$ cat config.mk
export PLATFORM = sky130hd
export DESIGN_NAME = pss_search
export DESIGN_NICKNAME = d
export VERILOG_FILES = /design/src/hw/pss_pkg.sv /design/src/hw/sample_window.sv /design/src/hw/pss_correlator.sv /design/src/hw/peak_detector.sv /design/src/hw/pss_search.sv
export VERILOG_INCLUDE_DIRS = /design/src /design/src/include
export SDC_FILE = /design/constraint.sdc
export NUM_CORES = 2
export LEC_CHECK = 0
export ABC_AREA = 1
export BUFFER_PORTS_ARGS = -buffer_cell sky130_fd_sc_hd__buf_2
export CORE_MARGIN = 1.5
export CORE_UTILIZATION = 55
export CTS_BUF_LIST = sky130_fd_sc_hd__clkbuf_8
export DETAILED_ROUTE_END_ITERATION = 8
export HOLD_SLACK_MARGIN = 0.06
export PLACE_DENSITY_LB_ADDON = 0.12
export SLEW_MARGIN = 15
export SYNTH_ARGS = -nofsm -noshare
export SYNTH_HDL_FRONTEND = slang
export SYNTH_SLANG_ARGS = --single-unit
export TNS_END_PERCENT = 50
$ cat constraint.sdc
create_clock -name clk_i -period 10.6 [get_ports clk_i]
set_clock_uncertainty 0.05 [all_clocks]
set_input_delay 1.06 -clock clk_i [delete_from_list [all_inputs] [get_ports clk_i]]
set_output_delay 1.06 -clock clk_i [all_outputs]
set_load 0.01 [all_outputs]
$ cat src/include/pss_defs.svh
`ifndef PSS_DEFS_SVH
`define PSS_DEFS_SVH

// --------------------------------------------------
// sample format
// --------------------------------------------------

// one signed I or Q component
`define IQ_DW 12

// width of the running sample index
`define SAMPLE_ID_DW 32

// --------------------------------------------------
// correlation
// --------------------------------------------------

// window length, also taps per local sequence
`define PSS_LEN 16

// one local sequence per N_id_2
`define N_NID2 3

// 4 bits growth over 16 terms, 1 for the abs sum, 1 spare
`define METRIC_DW (`IQ_DW + 6)

// detections blocked for this many valid samples after a hit
`define PSS_HOLDOFF (`PSS_LEN - 1)

`endif

$ cat src/hw/pss_pkg.sv
`include "pss_defs.svh"

package pss_pkg;

    // --------------------------------------------------
    // stream payloads
    // --------------------------------------------------

    // Q in the upper half, I in the lower half
    typedef struct packed {
        logic signed [`IQ_DW-1:0] q;
        logic signed [`IQ_DW-1:0] i;
    } sample_t;

    // unsigned |re| + |im| of one correlation
    typedef logic [`METRIC_DW-1:0] metric_t;

    typedef logic [1:0] nid2_t;

    typedef logic [`SAMPLE_ID_DW-1:0] sample_id_t;

    // --------------------------------------------------
    // local sequences
    // --------------------------------------------------

    // bit k is tap k, applied to window position k (oldest first)
    // 1 means +1, 0 means -1
    typedef logic [`PSS_LEN-1:0] tap_t;

    // fragments of three different m-sequences, none the
    // complement of another so the peaks stay unique
    localparam tap_t PSS_TAPS [`N_NID2] = '{
        16'h89AF,
        16'h7AC8,
        16'hE4B3
    };

endpackage

$ cat src/hw/sample_window.sv
`timescale 1ns/10ps

`include "pss_defs.svh"

module sample_window (
    input  logic                 clk_i,
    input  logic                 reset_ni,

    input  logic                 in_valid_i,
    input  pss_pkg::sample_t     in_sample_i,

    output logic                 win_valid_o,
    output pss_pkg::sample_t     window_o [`PSS_LEN],
    output logic                 win_full_o,
    output pss_pkg::sample_id_t  win_id_o
);

    import pss_pkg::*;

    // index handed to the next accepted sample
    sample_id_t sample_cnt;

    // --------------------------------------------------
    // control
    // --------------------------------------------------
    always_ff @(posedge clk_i) begin
        if (!reset_ni) begin
            win_valid_o <= 1'b0;
            win_full_o  <= 1'b0;
            sample_cnt  <= '0;
        end else begin
            win_valid_o <= in_valid_i;
            if (in_valid_i) begin
                sample_cnt <= sample_cnt + 1'b1;
                // sticky once the first window is complete
                if (sample_cnt == sample_id_t'(`PSS_LEN - 1)) begin
                    win_full_o <= 1'b1;
                end
            end
        end
    end

    // --------------------------------------------------
    // shift register, oldest at index 0
    // --------------------------------------------------
    always_ff @(posedge clk_i) begin
        if (in_valid_i) begin
            for (int k = 0; k < `PSS_LEN - 1; k++) begin
                window_o[k] <= window_o[k+1];
            end
            window_o[`PSS_LEN-1] <= in_sample_i;
            win_id_o             <= sample_cnt;
        end
    end

endmodule

$ cat src/hw/pss_correlator.sv
`timescale 1ns/10ps

`include "pss_defs.svh"

module pss_correlator #(
    parameter int NID2 = 0
) (
    input  logic                 clk_i,
    input  logic                 reset_ni,

    input  logic                 win_valid_i,
    input  pss_pkg::sample_t     window_i [`PSS_LEN],
    input  logic                 win_full_i,
    input  pss_pkg::sample_id_t  win_id_i,

    output logic                 metric_valid_o,
    output pss_pkg::metric_t     metric_o,
    output logic                 metric_full_o,
    output pss_pkg::sample_id_t  metric_id_o
);

    import pss_pkg::*;

    // 16 terms of IQ_DW bits, signed
    localparam int   SUM_DW = `IQ_DW + 5;
    localparam tap_t TAPS   = PSS_TAPS[NID2];

    logic signed [SUM_DW-1:0] re_sum;
    logic signed [SUM_DW-1:0] im_sum;

    // stage one registers
    logic signed [SUM_DW-1:0] re_q;
    logic signed [SUM_DW-1:0] im_q;
    logic                     valid_q;
    logic                     full_q;
    sample_id_t               id_q;

    function automatic metric_t magnitude(input logic signed [SUM_DW-1:0] v);
        logic signed [`METRIC_DW-1:0] ext;
        ext = v;
        if (ext < 0) begin
            ext = -ext;
        end
        return metric_t'(ext);
    endfunction

    // --------------------------------------------------
    // sign-pattern correlation, adds and subtracts only
    // --------------------------------------------------
    always_comb begin
        re_sum = '0;
        im_sum = '0;
        for (int k = 0; k < `PSS_LEN; k++) begin
            if (TAPS[k]) begin
                re_sum = re_sum + window_i[k].i;
                im_sum = im_sum + window_i[k].q;
            end else begin
                re_sum = re_sum - window_i[k].i;
                im_sum = im_sum - window_i[k].q;
            end
        end
    end

    // stage one
    always_ff @(posedge clk_i) begin
        if (!reset_ni) begin
            valid_q <= 1'b0;
            full_q  <= 1'b0;
        end else begin
            valid_q <= win_valid_i;
            if (win_valid_i) begin
                full_q <= win_full_i;
            end
        end
    end

    always_ff @(posedge clk_i) begin
        if (win_valid_i) begin
            re_q <= re_sum;
            im_q <= im_sum;
            id_q <= win_id_i;
        end
    end

    // --------------------------------------------------
    // stage two, |re| + |im|
    // --------------------------------------------------
    always_ff @(posedge clk_i) begin
        if (!reset_ni) begin
            metric_valid_o <= 1'b0;
            metric_full_o  <= 1'b0;
        end else begin
            metric_valid_o <= valid_q;
            if (valid_q) begin
                metric_full_o <= full_q;
            end
        end
    end

    always_ff @(posedge clk_i) begin
        if (valid_q) begin
            metric_o    <= magnitude(re_q) + magnitude(im_q);
            metric_id_o <= id_q;
        end
    end

endmodule

$ cat src/hw/peak_detector.sv
`timescale 1ns/10ps

`include "pss_defs.svh"

module peak_detector (
    input  logic                 clk_i,
    input  logic                 reset_ni,

    input  logic                 metric_valid_i,
    input  pss_pkg::metric_t     metric_i [`N_NID2],
    input  logic                 metric_full_i,
    input  pss_pkg::sample_id_t  metric_id_i,
    input  pss_pkg::metric_t     threshold_i,

    output logic                 det_valid_o,
    output pss_pkg::nid2_t       det_nid2_o,
    output pss_pkg::sample_id_t  det_id_o
);

    import pss_pkg::*;

    localparam int HOLD_W = $clog2(`PSS_HOLDOFF + 1);

    metric_t           max_val;
    nid2_t             max_nid;
    logic [HOLD_W-1:0] holdoff_cnt;
    logic              fire;

    // --------------------------------------------------
    // arg max over the three sequences
    // --------------------------------------------------
    always_comb begin
        max_val = metric_i[0];
        max_nid = '0;
        // strict compare keeps the lowest N_id_2 on a tie
        for (int n = 1; n < `N_NID2; n++) begin
            if (metric_i[n] > max_val) begin
                max_val = metric_i[n];
                max_nid = nid2_t'(n);
            end
        end
    end

    assign fire = metric_valid_i && metric_full_i &&
                  (max_val >= threshold_i) && (holdoff_cnt == '0);

    // --------------------------------------------------
    // holdoff counts valid samples, not clock cycles
    // --------------------------------------------------
    always_ff @(posedge clk_i) begin
        if (!reset_ni) begin
            det_valid_o <= 1'b0;
            holdoff_cnt <= '0;
        end else begin
            det_valid_o <= fire;
            if (fire) begin
                holdoff_cnt <= HOLD_W'(`PSS_HOLDOFF);
            end else if (metric_valid_i && holdoff_cnt != '0) begin
                holdoff_cnt <= holdoff_cnt - 1'b1;
            end
        end
    end

    // detection payload, held until the next hit
    always_ff @(posedge clk_i) begin
        if (fire) begin
            det_nid2_o <= max_nid;
            det_id_o   <= metric_id_i;
        end
    end

endmodule

$ cat src/hw/pss_search.sv
`timescale 1ns/10ps

`include "pss_defs.svh"

module pss_search (
    input  logic                 clk_i,
    input  logic                 reset_ni,

    input  logic                 in_valid_i,
    input  pss_pkg::sample_t     in_sample_i,
    input  pss_pkg::metric_t     threshold_i,

    output logic                 det_valid_o,
    output pss_pkg::nid2_t       det_nid2_o,
    output pss_pkg::sample_id_t  det_id_o
);

    import pss_pkg::*;

    // window to correlators
    logic       win_valid;
    sample_t    window [`PSS_LEN];
    logic       win_full;
    sample_id_t win_id;

    // correlators to peak detector
    logic       metric_valid [`N_NID2];
    metric_t    metric       [`N_NID2];
    logic       metric_full  [`N_NID2];
    sample_id_t metric_id    [`N_NID2];

    sample_window u_window (
        .clk_i       (clk_i),
        .reset_ni    (reset_ni),
        .in_valid_i  (in_valid_i),
        .in_sample_i (in_sample_i),
        .win_valid_o (win_valid),
        .window_o    (window),
        .win_full_o  (win_full),
        .win_id_o    (win_id)
    );

    // --------------------------------------------------
    // one correlator per N_id_2
    // --------------------------------------------------
    for (genvar n = 0; n < `N_NID2; n++) begin : g_corr
        pss_correlator #(
            .NID2 (n)
        ) u_corr (
            .clk_i          (clk_i),
            .reset_ni       (reset_ni),
            .win_valid_i    (win_valid),
            .window_i       (window),
            .win_full_i     (win_full),
            .win_id_i       (win_id),
            .metric_valid_o (metric_valid[n]),
            .metric_o       (metric[n]),
            .metric_full_o  (metric_full[n]),
            .metric_id_o    (metric_id[n])
        );
    end

    // lanes run in lockstep, lane 0 carries the shared sideband
    peak_detector u_peak (
        .clk_i          (clk_i),
        .reset_ni       (reset_ni),
        .metric_valid_i (metric_valid[0]),
        .metric_i       (metric),
        .metric_full_i  (metric_full[0]),
        .metric_id_i    (metric_id[0]),
        .threshold_i    (threshold_i),
        .det_valid_o    (det_valid_o),
        .det_nid2_o     (det_nid2_o),
        .det_id_o       (det_id_o)
    );

endmodule

# Yosys cells after proc, flatten, opt, wreduce, memory -nomap -nowiden
# Cells that the tools add are included.
[op_classes] add_sub_neg=101 n_lt_le_gt_ge=9 eq_ne=1 mux=17 reduce_logical=8
[op_table] op="$add 17x12->17" n=42
[op_table] op="$sub 17x12->17" n=38
[op_table] op="$mux 18" n=14
[op_table] op="$neg 17->18" n=6
[op_table] op="$lt 17x1->1 const B" n=6
[op_table] op="$sub 13x12->14" n=4
[op_table] op="$add 18x18->18" n=3
[op_table] op="$gt 18x18->1" n=2
[op_table] op="$add 32x1->32 const B" n=1
[op_table] op="$eq 32x4->1 const B" n=1
[op_table] op="$add 13x12->14" n=2
[op_table] op="$add 12x12->13" n=2
[op_table] op="$sub 1x12->13 const A" n=2
[op_table] op="$ge 18x18->1" n=1
[op_table] op="$mux 4" n=2
[op_table] op="$logic_and 1x1->1" n=4
[op_table] op="$logic_not 4->1" n=1
[op_table] op="$reduce_bool 4->1" n=1
[op_table] op="$sub 4x1->4 const B" n=1
[op_table] op="$reduce_and 2->1" n=1
[op_table] op="$reduce_bool 2->1" n=1
[op_table] op="$mux 1" n=1
[totals] register_bits=713 in_bits=45 output_inout_bits=35 elab_cells=191

# Longest topological paths before layout
[depth] depth_word=16 depth_mapped=39 ltp_nobuf=37

# Hierarchy
# From an unflattened synthesis, not the netlist that was laid out.
[unflattened] hier_cells=6526 area_unflattened_um2=68388.1
[modules_own_cells] mod="pss_correlator (g_corr[0].u_corr)" instances=1 cells_each=1852 area_per_inst_um2=17032.6 seq_area_each_um2=3563.4
[modules_own_cells] mod="pss_correlator (g_corr[1].u_corr)" instances=1 cells_each=1792 area_per_inst_um2=16878.7 seq_area_each_um2=3563.4
[modules_own_cells] mod="pss_correlator (g_corr[2].u_corr)" instances=1 cells_each=1758 area_per_inst_um2=16707.3 seq_area_each_um2=3563.4
[modules_own_cells] mod="sample_window" instances=1 cells_each=707 area_per_inst_um2=14333.7 seq_area_each_um2=13172.6
[modules_own_cells] mod="peak_detector" instances=1 cells_each=417 area_per_inst_um2=3435.8 seq_area_each_um2=1121.1

# Least setup slack after synthesis
# Ideal clock, no wire load.
[synth_path] path_type="register to register" start="register u_window.window_o[349] (netlist name)" end="register g_corr[1].u_corr.im_q[16] (data pin)" setup_ns=0.261 arrival_time_ns=6.145 t_required_ns=10.289 path_slack_ns=4.144 stages_incl_launch_ff=27 n_path_buf=0 period_less_slack_ns=6.456 path_cell_list="edfxtp_1 -> ha_1 -> inv_1 -> ha_1 -> fa_1 -> a21oi_1 -> o21ai_0 -> a21oi_1 -> inv_1 -> nand2_1 -> nand2_1 -> fa_1 -> inv_1 -> fa_1 -> fa_1 -> inv_1 -> fa_1 -> inv_1 -> fa_1 -> fa_1 -> ha_1 -> a21o_1 -> nor2_1 -> o21ai_0 -> a21oi_1 -> nand2_1 -> xor2_1"
[synth_via] elab_chain_len=15
[synth_rtl] element="start, declared" line_no="sample_window.sv:13" rtl="output pss_pkg::sample_t window_o [`PSS_LEN],"
[synth_rtl] element="start signal, assigned by index" line_no="sample_window.sv:49" rtl="window_o[k] <= window_o[k+1];"
[synth_rtl] element="start signal, assigned by index" line_no="sample_window.sv:51" rtl="window_o[`PSS_LEN-1] <= in_sample_i;"
[synth_rtl] element="$sub 13x12->14" line_no="pss_correlator.sv:59" rtl="im_sum = im_sum - window_i[k].q;"
[synth_rtl] element="$sub 17x12->17" line_no="pss_correlator.sv:59"
[synth_rtl] element="$add 17x12->17" line_no="pss_correlator.sv:56" rtl="im_sum = im_sum + window_i[k].q;"
[synth_rtl] element="$sub 17x12->17 (2 in series)" line_no="pss_correlator.sv:59"
[synth_rtl] element="$add 17x12->17 (2 in series)" line_no="pss_correlator.sv:56"
[synth_rtl] element="$sub 17x12->17" line_no="pss_correlator.sv:59"
[synth_rtl] element="$add 17x12->17" line_no="pss_correlator.sv:56"
[synth_rtl] element="$sub 17x12->17" line_no="pss_correlator.sv:59"
[synth_rtl] element="$add 17x12->17 (4 in series)" line_no="pss_correlator.sv:56"
[synth_rtl] element="$sub 17x12->17" line_no="pss_correlator.sv:59"
[synth_rtl] element="via g_corr[1].u_corr.im_sum[16]" line_no="pss_correlator.sv:29" rtl="logic signed [SUM_DW-1:0] im_sum;"
[synth_rtl] element="end signal, assigned" line_no="pss_correlator.sv:80" rtl="im_q <= im_sum;"
[synth_rtl] element="end, declared" line_no="pss_correlator.sv:33" rtl="logic signed [SUM_DW-1:0] im_q;"
# The timed path passes the listed nets, and every way through them passes these cells.
# A chain may end at the register's enable or synchronous reset.

# Worst setup path after layout
[layout_path] start="register u_window.window_o[351] (netlist name)" end="register g_corr[1].u_corr.im_q[13] (data pin)"
# The elaborated chain is that of the path after synthesis.

==> impl_metrics.env <==
export IMPL_cell_types_with_the_largest_area_share_after_synthesis="sky130_fd_sc_hd__edfxtp_1, sky130_fd_sc_hd__fa_1, sky130_fd_sc_hd__inv_1"
export IMPL_num_fill_cells=9390
export IMPL_clkLatencyLatePin_ps=870
export IMPL_htree_num_levels=4
export IMPL_postCtsSetupBuffers=0
export IMPL_postCtsResizedCells=0
export IMPL_syn_cell_area_um2=61100
export IMPL_gr_total_overflow=0
export IMPL_final_max_slew_viol_count=0
export IMPL_drv_cap=0
export IMPL_reg2reg_to="g_corr[1].u_corr.im_q[13]"
export IMPL_critical_path_slowest_cell="sky130_fd_sc_hd__a21oi_1"
export IMPL_nets=7006
export IMPL_number_of_buffers_on_the_longest_clock_path=3
export IMPL_startpoint_of_the_most_critical_register_to_register_path="u_window.window_o[351]"
export IMPL_postSynth_topFlopCell="sky130_fd_sc_hd__edfxtp_1"
export IMPL_finalSetupTns_ps=0
export IMPL_clockRootBuffer="sky130_fd_sc_hd__clkbuf_8"
export IMPL_seqCellArea_um2=21000
export IMPL_netlist_cell_type_count=54
export IMPL_cell_seen_most_often_among_critical_path_stages="sky130_fd_sc_hd__fa_1"
export IMPL_hp_class="in2reg"
export IMPL_synth_fp_nets=6816
export IMPL_globalRouteTotalUtil_pct=24.9
export IMPL_areaGrowthSynthToFinish_pct=8.05
export IMPL_die_area_um2=113000
export IMPL_criticalPathCategory="reg2reg"
export IMPL_critical_path_max_fanout=6
export IMPL_end_kind="flop"
export IMPL_maxClockFrequency_mhz=139
export IMPL_layout_worst_path_cycle_share_pct=67.8
export IMPL_chipWidth_um=336
export IMPL_number_of_top_level_pins=80
export IMPL_outcome="completed"
export IMPL_slowest_delay_ps=560
export IMPL_synthesis_instances=5427
export IMPL_yosysWarnings=0
export IMPL_yosys_register_bits=713
export IMPL_cts_hold_buffers_added=0
export IMPL_core_um2=111000
export IMPL_synth_top_cells_by_count="sky130_fd_sc_hd__inv_1, sky130_fd_sc_hd__fa_1, sky130_fd_sc_hd__edfxtp_1"
export IMPL_gpl_final_weighted_congestion=0.945
export IMPL_detail_route_iter0_violations=2511
export IMPL_multi_input_area_um2=34900
export IMPL_final_hold_violation_count=0
export IMPL_min_period_ps=7190
export IMPL_drcViolationCount=0
export IMPL_start_util_pct=55.3
export IMPL_clk_transition_reported_paths_ps=60
export IMPL_synthMostInstantiatedCell="sky130_fd_sc_hd__inv_1"
export IMPL_route_vias_total=36700
export IMPL_first_global_vias=38400
export IMPL_timing_hold_worst_endpoint="u_window.window_o[14]"
export IMPL_synth_enable_flop_cells=670
export IMPL_whs_path_depth=1
export IMPL_totalWireLength_um=133000
export IMPL_library_cell_with_the_largest_summed_area_after_synthesis="sky130_fd_sc_hd__edfxtp_1"
export IMPL_timing_final_setup_violations=0
export IMPL_post_drt_wl_per_cell_um=18.5
export IMPL_layout_drive_gt1_share_pct=5.99
export IMPL_yosys_area_top_type_share_pct=32.9
export IMPL_worst_pin_slew_ps=1160
export IMPL_timing_reg2reg_setup_slack_ps=3410
export IMPL_route_antenna_remaining_nets=0
export IMPL_slew_limit_headroom_pct=22.9
export IMPL_wire_length_of_the_first_global_routing_pass_um=214000
export IMPL_postSynth_asyncResetShare_pct=0
export IMPL_critPathArrivalTime_ps=7710
export IMPL_hold_path_startpoint="in_sample_i[14]"
export IMPL_cts_sinks=713
export IMPL_post_drt_via_cell_ratio=5.09
export IMPL_port_buffers=79
export IMPL_setup_repair_after_global_routing_missed_its_margin="false"
export IMPL_cell_count_of_the_worst_reg_to_reg_path=25
export IMPL_tritoncts="built"
export IMPL_antenna_found_initial=2
export IMPL_grt_max_degree=142
export IMPL_place_hpwl_um=111000
export IMPL_ys_seq_area_share_pct=34.3
export IMPL_required_worst_endpoint_ps=11120
export IMPL_cts_buffers_inserted=134
export IMPL_startpoint_type="flop"
export IMPL_number_of_detailed_route_iterations_in_the_first_pass=6
export IMPL_synth_avg_cell_area_um2=11.3
export IMPL_core_rowCount=122
export IMPL_die_height_um=336
[worst max path at each step]
stage | start | depth (start not counted) | endpoint | slack (ps)
final | u_window.window_o[351] | 25 | g_corr[1].u_corr.im_q[13] | 3410
after global routing | u_window.window_o[354] | 24 | g_corr[1].u_corr.im_q[14] | 3050
after CTS | u_window.window_o[351] | 25 | g_corr[1].u_corr.im_q[13] | 3410
after detailed placement | u_window.window_o[349] | 24 | g_corr[1].u_corr.im_q[13] | 3460
after global placement | u_window.window_o[349] | 24 | g_corr[1].u_corr.im_q[13] | 3530
after floorplan | u_window.window_o[349] | 26 | g_corr[1].u_corr.im_q[16] | 4140
[logic make-up after synthesis]
logic type	after synthesis	share of synthesized area, %
AOI/OAI and AO/OA	484	4.46
xor gates and xnor gates	319	4.57
adders and majority gates	1344	39.4
buffers and inverters	1392	8.64
DFF	713	34.3
and+or+nand+nor	1175	8.58
[registers in the layout, indices dropped and copies added, names as in the netlist]
name / cells
u_peak.det_valid_o: 1
u_window.win_full_o: 1
g_corr.u_corr.metric_full_o: 1
g_corr.u_corr.metric_valid_o: 1
u_window.win_valid_o: 1
g_corr.u_corr.metric_o: 54
u_peak.holdoff_cnt: 4
g_corr.u_corr.valid_q: 1
u_window.window_o: 384
g_corr.u_corr.full_q: 1
g_corr.u_corr.re_q: 51
u_window.win_id_o: 32
g_corr.u_corr.metric_id_o: 32
u_peak.det_nid2_o: 2
u_window.sample_cnt: 32
u_peak.det_id_o: 32
g_corr.u_corr.id_q: 32
g_corr.u_corr.im_q: 51
[worst max-delay path: cells and delay by family, from the launching register on]
family / cells / cell delay [ps]
flops: 1 / 390
xor+xnor: 2 / 410
buf+inv: 5 / 400
fa+ha+maj: 9 / 3990
simple gates: 4 / 240
compound gates: 5 / 1420
[final cells by class]
class / count / area share, %
clock inverters: 108 / 1.38
inverters: 1359 / 7.72
clock buffers: 134 / 2.79
well taps: 1488 / 2.82
repair buffers: 87 / 0.723
diodes: 2 / 0.00758
multi-input cells: 3322 / 52.8
flip-flops and latches: 713 / 31.8
[per-stage QoR]
step	area (um2)	std cells	setup WS, ps	utilization [%]	hold slack [ps]
3_5_place_dp	63300	6969	3460	57.3	355
4_1_cts	66100	7211	3410	59.8	242
2_1_floorplan	61100	5427	4140	-	350
5_1_grt	66100	7213	3050	59.8	257
6_report	66100	7213	3410	59.8	328
3_3_place_gp	63300	6969	3530	57.3	352
[placed cells by master, fill, tap and decap left out, types with 14 or more instances in the layout]
master | synthesis | routed
sky130_fd_sc_hd__inv_1 | 1344 | 1387
sky130_fd_sc_hd__fa_1 | 971 | 971
sky130_fd_sc_hd__edfxtp_1 | 670 | 670
sky130_fd_sc_hd__nand2_1 | 594 | 594
sky130_fd_sc_hd__ha_1 | 373 | 373
sky130_fd_sc_hd__a21oi_1 | 244 | 244
sky130_fd_sc_hd__xor2_1 | 227 | 227
sky130_fd_sc_hd__nor2_1 | 213 | 213
sky130_fd_sc_hd__nand3_1 | 177 | 177
sky130_fd_sc_hd__clkbuf_8 | 0 | 134
sky130_fd_sc_hd__o21ai_0 | 101 | 101
sky130_fd_sc_hd__xnor2_1 | 92 | 92
sky130_fd_sc_hd__buf_2 | 16 | 78
sky130_fd_sc_hd__nor3_1 | 55 | 55
sky130_fd_sc_hd__dfxtp_1 | 43 | 41
sky130_fd_sc_hd__nand4_1 | 40 | 40
sky130_fd_sc_hd__a21o_1 | 32 | 32
sky130_fd_sc_hd__nand3b_1 | 26 | 26
sky130_fd_sc_hd__o21ai_1 | 23 | 23
sky130_fd_sc_hd__clkinv_1 | 1 | 22
sky130_fd_sc_hd__o21bai_1 | 20 | 20
sky130_fd_sc_hd__nor4_1 | 17 | 17
sky130_fd_sc_hd__inv_2 | 14 | 14
sky130_fd_sc_hd__clkinv_2 | 0 | 14
[routing by layer]
layer	wire [um]	vias up	global-route usage, %
met1	63600	18200	37.6
met2	59900	896	37.6
li1	-	17400	-
met3	6710	181	3.92
met4	3000	0	6.68
met5	0	-	0
Power is not shown: default switching activity piles up to over one toggle a cycle in this logic, so the estimate is an artifact.
